<file path="config.mk">
export PLATFORM = sky130hd
export DESIGN_NAME = sdram_ctrl_top
export DESIGN_NICKNAME = d
export VERILOG_FILES = /design/src/logic/sdram_pkg.sv /design/src/logic/sdram_cmd_sequencer.sv /design/src/logic/sdram_ctrl_top.sv /design/src/logic/sdram_dq_lane.sv /design/src/logic/sdram_read_capture.sv /design/src/logic/sdram_write_path.sv
export SDC_FILE = /design/constraint.sdc
export NUM_CORES = 1
export LEC_CHECK = 0
export BUFFER_PORTS_ARGS = -buffer_cell sky130_fd_sc_hd__clkbuf_2
export CORE_UTILIZATION = 51
export CTS_BUF_LIST = sky130_fd_sc_hd__clkbuf_4 sky130_fd_sc_hd__clkbuf_8 sky130_fd_sc_hd__clkbuf_16
export DETAILED_ROUTE_END_ITERATION = 6
export GPL_ROUTABILITY_DRIVEN = 1
export GPL_TIMING_DRIVEN = 0
export PLACE_DENSITY = 0.82
export SLEW_MARGIN = 20
export SYNTH_ARGS = -nofsm -noshare
export SYNTH_HDL_FRONTEND = slang
export SYNTH_SLANG_ARGS = --single-unit
</file>
<file path="constraint.sdc">
create_clock -name INPUT_CLK -period 3.2 [get_ports INPUT_CLK]
set_input_delay 0.48 -clock INPUT_CLK [delete_from_list [all_inputs] [get_ports INPUT_CLK]]
set_output_delay 0.48 -clock INPUT_CLK [all_outputs]
set_load 0.01 [all_outputs]
</file>
<file path="src/logic/sdram_pkg.sv">
package sdram_pkg;

  // SDRAM command encodings {RAS#, CAS#, WE#}
  typedef enum logic [2:0]
  {
    cmd_mrst = 3'd0,                        // Mode register set
    cmd_arsr = 3'd1,                        // Auto refresh
    cmd_prch = 3'd2,                        // Precharge
    cmd_actv = 3'd3,                        // Row activate
    cmd_wrte = 3'd4,
    cmd_read = 3'd5,
    cmd_btrm = 3'd6,                        // Burst terminate
    cmd_noop = 3'd7
  } sdram_cmd_e;

  typedef enum logic [1:0]
  {
    st_idle,                                // No page open
    st_open,                                // Row open, ready
    st_wait,                                // Command timer running
    st_gap                                  // NOOP after a command
  } seq_state_e;

  // --------------------
  // User address layout
  // --------------------
  localparam int ADDR_W   = 26;
  localparam int ROW_LSB  = 14;
  localparam int ROW_W    = 12;
  localparam int BANK_LSB = 12;
  localparam int BANK_W   = 2;
  localparam int COL_W    = 12;
  localparam int PAGE_W   = 14;             // Bank plus row

  // --------------------
  // Device side
  // --------------------
  localparam int SDRAM_A_W = 13;
  localparam logic [SDRAM_A_W-1:0] PRCH_ALL_ADDR = 13'h400;  // A10 selects all banks
  localparam int DQ_W = 16;
  localparam int DM_W = 2;

endpackage

</file>
<file path="src/logic/sdram_cmd_sequencer.sv">
module sdram_cmd_sequencer
  import sdram_pkg::*;
#(
  parameter int T_RCD = 3,
  parameter int T_RP  = 3,
  parameter int T_RFC = 10
)
(
  input  logic                 INPUT_CLK,
  input  logic                 RST,
  input  logic                 req,
  input  logic                 we,
  input  logic [ADDR_W-1:0]    addr,
  input  logic                 refresh_strobe,
  output logic                 grant,
  output sdram_cmd_e           cmd,
  output logic [SDRAM_A_W-1:0] sdram_a,
  output logic [BANK_W-1:0]    ba,
  output logic                 wr_issue,
  output logic                 rd_issue
);

  // The issue cycle and the NOOP gap already cover two cycles of every wait
  localparam int CNT_W = $clog2(T_RCD + T_RP + T_RFC + 2);
  localparam logic [CNT_W-1:0] LD_RCD = CNT_W'((T_RCD > 2) ? T_RCD - 2 : 0);
  localparam logic [CNT_W-1:0] LD_RP  = CNT_W'((T_RP > 2) ? T_RP - 2 : 0);
  localparam logic [CNT_W-1:0] LD_RFC = CNT_W'((T_RFC > 2) ? T_RFC - 2 : 0);

  seq_state_e              state;
  seq_state_e              ret_state;
  logic                    page_open;
  logic [PAGE_W-1:0]       page_tag;
  logic                    ref_ack;
  logic [CNT_W-1:0]        cnt;

  logic                    refresh_pend;
  logic                    decide;
  logic                    page_hit;
  logic [PAGE_W-1:0]       req_page;
  logic [ROW_W-1:0]        row;
  logic [BANK_W-1:0]       bank;
  logic [COL_W-1:0]        col;
  sdram_cmd_e              nxt_cmd;
  logic [SDRAM_A_W-1:0]    nxt_a;
  logic [BANK_W-1:0]       nxt_ba;
  logic [CNT_W-1:0]        nxt_load;

  assign row      = addr[ROW_LSB +: ROW_W];
  assign bank     = addr[BANK_LSB +: BANK_W];
  assign col      = addr[COL_W-1:0];
  assign req_page = addr[BANK_LSB +: PAGE_W];

  assign refresh_pend = refresh_strobe ^ ref_ack;
  assign page_hit     = page_open && (req_page == page_tag);
  assign decide       = (state == st_idle) || (state == st_open);
  assign ret_state    = page_open ? st_open : st_idle;

  // --------------------
  // Command choice
  // --------------------
  always_comb
  begin
    nxt_cmd = cmd_noop;
    if (decide)
    begin
      if (refresh_pend)
        nxt_cmd = page_open ? cmd_prch : cmd_arsr;   // Close the row before refresh
      else if (req)
      begin
        if (page_hit)
          nxt_cmd = we ? cmd_wrte : cmd_read;
        else if (page_open)
          nxt_cmd = cmd_prch;                       // Page miss
        else
          nxt_cmd = cmd_actv;
      end
    end
  end

  always_comb
  begin
    nxt_a    = PRCH_ALL_ADDR;
    nxt_ba   = '0;
    nxt_load = '0;
    case (nxt_cmd)
      cmd_actv:
      begin
        nxt_a    = {row[ROW_W-1:ROW_W-2], 1'b0, row[ROW_W-3:0]};  // Row split around A10
        nxt_ba   = bank;
        nxt_load = LD_RCD;
      end
      cmd_read, cmd_wrte:
      begin
        nxt_a  = {col, 1'b0};
        nxt_ba = bank;
      end
      cmd_prch: nxt_load = LD_RP;
      cmd_arsr: nxt_load = LD_RFC;
      default: nxt_load = '0;
    endcase
  end

  // --------------------
  // Registered outputs
  // --------------------
  always_ff @(posedge INPUT_CLK)
  begin
    if (!RST)
    begin
      cmd      <= cmd_noop;
      sdram_a  <= PRCH_ALL_ADDR;
      ba       <= '0;
      grant    <= 1'b0;
      wr_issue <= 1'b0;
      rd_issue <= 1'b0;
    end
    else
    begin
      cmd      <= nxt_cmd;
      sdram_a  <= nxt_a;
      ba       <= nxt_ba;
      grant    <= (nxt_cmd == cmd_read) || (nxt_cmd == cmd_wrte);
      wr_issue <= (nxt_cmd == cmd_wrte);
      rd_issue <= (nxt_cmd == cmd_read);
    end
  end

  // --------------------
  // Page and timer state
  // --------------------
  always_ff @(posedge INPUT_CLK)
  begin
    if (!RST)
    begin
      state     <= st_idle;
      page_open <= 1'b0;
      ref_ack   <= 1'b0;
      cnt       <= '0;
    end
    else
    begin
      case (state)
        st_gap:
          state <= (cnt != '0) ? st_wait : ret_state;
        st_wait:
        begin
          cnt <= cnt - 1'b1;
          if (cnt == CNT_W'(1))
            state <= ret_state;
        end
        default:
        begin
          if (nxt_cmd != cmd_noop)
          begin
            state <= st_gap;
            cnt   <= nxt_load;
          end
          else
            state <= ret_state;
          if (nxt_cmd == cmd_actv)
            page_open <= 1'b1;
          if (nxt_cmd == cmd_prch)
            page_open <= 1'b0;
          if (nxt_cmd == cmd_arsr)
            ref_ack <= refresh_strobe;              // Refresh acknowledged
        end
      endcase
    end
  end

  always_ff @(posedge INPUT_CLK)
  begin
    if (decide && (nxt_cmd == cmd_actv))
      page_tag <= req_page;
  end

  a_rw_page_open: assert property (@(posedge INPUT_CLK) disable iff (!RST)
    (cmd inside {cmd_read, cmd_wrte}) |-> page_open);

  a_noop_gap: assert property (@(posedge INPUT_CLK) disable iff (!RST)
    (cmd != cmd_noop) |=> (cmd == cmd_noop));

endmodule

</file>
<file path="src/logic/sdram_ctrl_top.sv">
module sdram_ctrl_top
  import sdram_pkg::*;
#(
  parameter int T_RCD         = 3,
  parameter int T_RP          = 3,
  parameter int T_RFC         = 10,
  parameter int CAS_LATENCY   = 2,
  parameter int WRITE_LATENCY = 1
)
(
  input  logic                 INPUT_CLK,
  input  logic                 RST,
  // User side
  input  logic                 req,
  input  logic                 we,
  input  logic [ADDR_W-1:0]    addr,
  input  logic [DQ_W-1:0]      data_w,
  input  logic [DM_W-1:0]      byte_en,
  input  logic                 refresh_strobe,
  output logic                 grant,
  output logic [DQ_W-1:0]      data_r,
  output logic                 data_r_valid,
  // SDRAM side
  output sdram_cmd_e           cmd,
  output logic [SDRAM_A_W-1:0] sdram_a,
  output logic [BANK_W-1:0]    ba,
  output logic [DM_W-1:0]      dm,
  output logic [DQ_W-1:0]      dq_out,
  output logic [DQ_W-1:0]      dq_oe,
  input  logic [DQ_W-1:0]      dq_in
);

  logic            wr_issue;
  logic            rd_issue;
  logic [DQ_W-1:0] lane_d;
  logic            lane_oe;
  logic [DQ_W-1:0] lane_q;

  sdram_cmd_sequencer #(
    .T_RCD (T_RCD),
    .T_RP  (T_RP),
    .T_RFC (T_RFC)
  ) i_seq (
    .INPUT_CLK      (INPUT_CLK),
    .RST            (RST),
    .req            (req),
    .we             (we),
    .addr           (addr),
    .refresh_strobe (refresh_strobe),
    .grant          (grant),
    .cmd            (cmd),
    .sdram_a        (sdram_a),
    .ba             (ba),
    .wr_issue       (wr_issue),
    .rd_issue       (rd_issue)
  );

  sdram_write_path #(
    .WRITE_LATENCY (WRITE_LATENCY)
  ) i_wr (
    .INPUT_CLK (INPUT_CLK),
    .RST       (RST),
    .wr_issue  (wr_issue),
    .data_w    (data_w),
    .byte_en   (byte_en),
    .lane_d    (lane_d),
    .lane_oe   (lane_oe),
    .dm        (dm)
  );

  sdram_read_capture #(
    .CAS_LATENCY (CAS_LATENCY)
  ) i_rd (
    .INPUT_CLK    (INPUT_CLK),
    .RST          (RST),
    .rd_issue     (rd_issue),
    .lane_q       (lane_q),
    .data_r       (data_r),
    .data_r_valid (data_r_valid)
  );

  // --------------------
  // DQ bit slices
  // --------------------
  generate
    for (genvar i = 0; i < DQ_W; i++)
    begin : g_lane
      sdram_dq_lane i_lane (
        .INPUT_CLK (INPUT_CLK),
        .RST       (RST),
        .d         (lane_d[i]),
        .oe        (lane_oe),               // Shared enable
        .pin_in    (dq_in[i]),
        .pin_out   (dq_out[i]),
        .pin_oe    (dq_oe[i]),
        .q         (lane_q[i])
      );
    end
  endgenerate

endmodule

</file>
<file path="src/logic/sdram_dq_lane.sv">
module sdram_dq_lane
(
  input  logic INPUT_CLK,
  input  logic RST,
  input  logic d,
  input  logic oe,
  input  logic pin_in,
  output logic pin_out,
  output logic pin_oe,
  output logic q
);

  always_ff @(posedge INPUT_CLK)
  begin
    if (!RST)
      pin_oe <= 1'b0;                       // Bus released in reset
    else
      pin_oe <= oe;
  end

  always_ff @(posedge INPUT_CLK)
  begin
    pin_out <= d;
    q       <= pin_in;                      // Sampled every cycle
  end

  a_oe_known: assert property (@(posedge INPUT_CLK) disable iff (!RST)
    !$isunknown(pin_oe));

endmodule

</file>
<file path="src/logic/sdram_read_capture.sv">
module sdram_read_capture
  import sdram_pkg::*;
#(
  parameter int CAS_LATENCY = 2
)
(
  input  logic            INPUT_CLK,
  input  logic            RST,
  input  logic            rd_issue,
  input  logic [DQ_W-1:0] lane_q,
  output logic [DQ_W-1:0] data_r,
  output logic            data_r_valid
);

  // One extra stage covers the lane input register
  logic [CAS_LATENCY:0] rd_pipe;

  always_ff @(posedge INPUT_CLK)
  begin
    if (!RST)
    begin
      rd_pipe      <= '0;
      data_r_valid <= 1'b0;
    end
    else
    begin
      rd_pipe      <= {rd_pipe[CAS_LATENCY-1:0], rd_issue};
      data_r_valid <= rd_pipe[CAS_LATENCY];
    end
  end

  always_ff @(posedge INPUT_CLK)
  begin
    if (rd_pipe[CAS_LATENCY])
      data_r <= lane_q;                     // Word from CL cycles after READ
  end

endmodule

</file>
<file path="src/logic/sdram_write_path.sv">
module sdram_write_path
  import sdram_pkg::*;
#(
  parameter int WRITE_LATENCY = 1
)
(
  input  logic            INPUT_CLK,
  input  logic            RST,
  input  logic            wr_issue,
  input  logic [DQ_W-1:0] data_w,
  input  logic [DM_W-1:0] byte_en,
  output logic [DQ_W-1:0] lane_d,
  output logic            lane_oe,
  output logic [DM_W-1:0] dm
);

  logic [WRITE_LATENCY-1:0] vld_sr;
  logic [DM_W-1:0]          be_sr [WRITE_LATENCY];

  always_ff @(posedge INPUT_CLK)
  begin
    if (!RST)
      vld_sr <= '0;
    else
    begin
      vld_sr[0] <= wr_issue;
      for (int i = 1; i < WRITE_LATENCY; i++)
        vld_sr[i] <= vld_sr[i-1];
    end
  end

  always_ff @(posedge INPUT_CLK)
  begin
    if (wr_issue)
      be_sr[0] <= byte_en;
    for (int i = 1; i < WRITE_LATENCY; i++)
      be_sr[i] <= be_sr[i-1];
  end

  assign dm = vld_sr[WRITE_LATENCY-1] ? ~be_sr[WRITE_LATENCY-1] : '0;  // Mask is active high

  // Lanes add their own output register, so data runs one stage short
  generate
    if (WRITE_LATENCY == 1)
    begin : g_lat1
      assign lane_d  = data_w;
      assign lane_oe = wr_issue;
    end
    else
    begin : g_latn
      logic [DQ_W-1:0] data_sr [WRITE_LATENCY-1];

      always_ff @(posedge INPUT_CLK)
      begin
        if (wr_issue)
          data_sr[0] <= data_w;
        for (int i = 1; i < WRITE_LATENCY - 1; i++)
          data_sr[i] <= data_sr[i-1];
      end

      assign lane_d  = data_sr[WRITE_LATENCY-2];
      assign lane_oe = vld_sr[WRITE_LATENCY-2];
    end
  endgenerate

endmodule

</file>
==> results.md <==
* Status: finished, final reports clean
* Worst Setup End Kind: register
* Internal power at 1810 uW
* Avg Cell Area, Syn at 13.6 um^2
* Maximum vdd drop at 0.349 mV
* Seq pwr share at 57.0%
* Largest stage delay, worst path at 490 ps
* Crit-path cells: xnor2_1 > nand4_1 > nor4_4 > and3_1 > buf_6 > buf_12 > nor3b_2
* Final worst-path cycle share at 61.7%
* CTS sink count at 99
* Post-CTS Setup Bufs at 0
* DP Area at 4140 um^2
* Max-cap violation count at 0
* Via Count at 2272
* Min cycle time layout at 1970 ps
* Storage cell area at 2300 um^2
* Bufs and invs on worst path at 2
* Post-Layout Cell Count at 474
* Initial DRT Pass Iterations at 4
* Syn_nets at 313
* GPL Wtd Cong at 0.850
* Leading area contributor after synthesis: dfxtp_1
* Met1 Usage GRT at 22.2%
* Combinational power share at 12.1%
* Area growth, synth to finish at 29.1%
* Fmax at 507 MHz
* WP data arrival at 2260 ps
* P_leak at 0.00200 uW
* Net count, final at 459
* Port Buf Inserts at 134
* HPWL Detailed at 4840 um
* Multi-input logic area at 727 um^2
* # hold bufs at CTS at 0
* Worst slew margin at 52.5%
* Rows at 29
* Die width at 83.1 um
* Number of DRC markers in iteration 0 at 79
* RSZ-0062 raised after global routing: no
* Post-cts gate resize count at 0
* Worst skew pair latency at 350 ps
* CTS tree: built
* Post-synthesis cell type count at 41
* Sw Pwr at 651 uW
* Sw Ratio at 26.5%
* CTS HTree Levels at 3
* Ranking of synthesized cells by area: dfxtp_1, edfxtp_1, buf_4
* N_diodes at 0
* # fillers at 462
* Worst clock skew at 11.9 ps
* Grt ovf at 0
* Power Total at 2460 uW
* Global-route wire length before repair at 10300 um
* Family with the most delay on the worst path: simple AND/OR/NAND/NOR gates
* Pwr Density at 567 nW/um^2
* Clock transition at path regs at 100 ps
* Drt drc at 0
* Gr busiest metal: met2
* Final Hold Fails at 0
* Core Region at 6350 um^2
* Vias per inst at 4.79
* Vias in the first global route at 2146
* Die area at 6910 um^2
* Worst slew pin tran at 711 ps
* Critical Path RT at 3490 ps
* HP Class: in -> reg
* Finished Cell Area at 4340 um^2
* Synthesis-stage register bit count at 99
* Placed Cells at 458
* YS warnings at 0
* Initial Util at 52.9%
* Clock group share of total power at 30.8%
* Synthesized cell area at 3360 um^2
* Sequential area share after synthesis at 68.6%
* Yosys top cell area share at 40.0%
* Synth Instances at 246
* Crit-path max FO at 10
* Critical path's slowest cell: nor4_4
* CTS Buffer Depth at 2
* Initial antenna violation count at 0
* Ports at 135
* Share of cells above drive strength 1 at 48.9%
* Overall Global Routing Usage at 19.2%
* GR met2 Demand/Resource at 33.5%
* Die span in y at 83.1 um
* Antenna viol nets, final at 0
* CTS Buf Count at 9
* Drt wl/cell at 13.5 um
* Routed WL at 6380 um
* GRT met3 Usage at 4.87%
* # setup viols final at 0
* Largest net degree at the start of global routing at 20
* CP Launch Type: register
* Post-Route Setup TNS at 0 ps
* Crit Path Class: reg -> reg
* Fin. max-slew vios at 0
* CTS Root Cell: clkbuf_8
==> state kept, by name, summed over array words and instances, names as in the netlist, 3 cells and up <==
register / cells
g_lane.i_lane.pin_out: 16
g_lane.i_lane.q: 16
i_rd.data_r: 16
i_seq.page_tag: 14
i_seq.sdram_a: 13
i_seq.cnt: 5
i_rd.rd_pipe: 3
i_seq.cmd: 3
==> cells in the mapped netlist (all sizes together) <==
cell type / n
dfxtp: 67
buf: 34
edfxtp: 32
xnor2: 15
a22o: 11
a21oi: 8
nand2: 8
nor2: 8
o21ai: 6
and2: 5
inv: 5
nor3: 5
and3: 4
clkbuf: 4
nand4: 4
nor2b: 4
a31oi: 3
nand3: 3
nor4: 3
ha: 2
mux2i: 2
nand2b: 2
a21o: 1
a22oi: 1
a311oi: 1
a32o: 1
bufinv: 1
nor3b: 1
o21a: 1
o221ai: 1
o41ai: 1
or3: 1
xor2: 1
==> area by class of cell <==
cell class / count / share of cell area (%)
sequential: 99 / 53.1
multi-input combinational: 103 / 16.8
timing repair buffer: 135 / 15.7
buffer: 38 / 6.84
clock buffer: 9 / 2.86
tap: 77 / 2.22
clock inverter: 7 / 1.65
inverter: 6 / 0.837
==> through the flow <==
step	setup WS [ps]	hold slack, ps	util (%)
6_report	1230	213	68.3
5_1_grt	1090	189	68.3
4_1_cts	1200	203	68.3
3_5_place_dp	985	389	65.2
3_3_place_gp	338	385	64.9
2_1_floorplan	921	386	-
==> final timing paths <==
kind / to / depth (start not counted) / slack [ps] / from
min reg2reg: i_rd.data_r[10]$_DFFE_PP_ / 0 / 410 / g_lane[10].i_lane.q$_DFF_P_
min: g_lane[14].i_lane.q$_DFF_P_ / 1 / 210 / dq_in[14]
max reg2reg: i_seq.wr_issue$_SDFF_PN0_ / 7 / 1230 / i_seq.page_tag[3]$_DFFE_PP_
max: i_seq.wr_issue$_SDFF_PN0_ / 7 / 1230 / i_seq.page_tag[3]$_DFFE_PP_
==> placed cells by master (no fill, tap or decap), types with 4 or more instances in the layout <==
master | synthesis | final
nand2_1 | 7 | 7
and3_1 | 4 | 4
edfxtp_1 | 32 | 32
xnor2_1 | 14 | 14
dfxtp_1 | 67 | 67
nor2_1 | 8 | 8
o21ai_0 | 6 | 6
buf_4 | 32 | 32
and2_1 | 5 | 5
a22o_1 | 11 | 11
a21oi_1 | 8 | 8
nor2b_1 | 4 | 4
clkbuf_2 | 0 | 134
clkbuf_8 | 1 | 10
inv_1 | 5 | 5
==> power groups by stage <==
stage | clock, uW | combinational [uW] | sequential (uW)
5_1_grt | 827 | 330 | 1410
6_report | 758 | 298 | 1400
2_1_floorplan | 0 | 178 | 1430
4_1_cts | 772 | 298 | 1400
3_3_place_gp | 0 | 275 | 1430
3_5_place_dp | 0 | 296 | 1430
==> kinds of logic (layout without fill, tap and decap cells) <==
logic type,after synthesis,count (layout),share of synthesized area (%)
compound gates,35,35,7.27
xor+xnor,16,16,4.40
fa+ha+maj,2,2,0.745
buf+inv,44,195,9.91
flops,99,99,68.6
mux,2,2,0.596
simple gates,48,48,8.50
==> metal layers <==
| metal | vias up | wire (um) |
|---|---|---|
| met1 | 1041 | 2550 |
| met5 | - | 0 |
| met2 | 99 | 3370 |
| met4 | 0 | 106 |
| met3 | 11 | 354 |
| li1 | 1121 | - |
No activity file was read; power rests on OpenSTA's default activity.
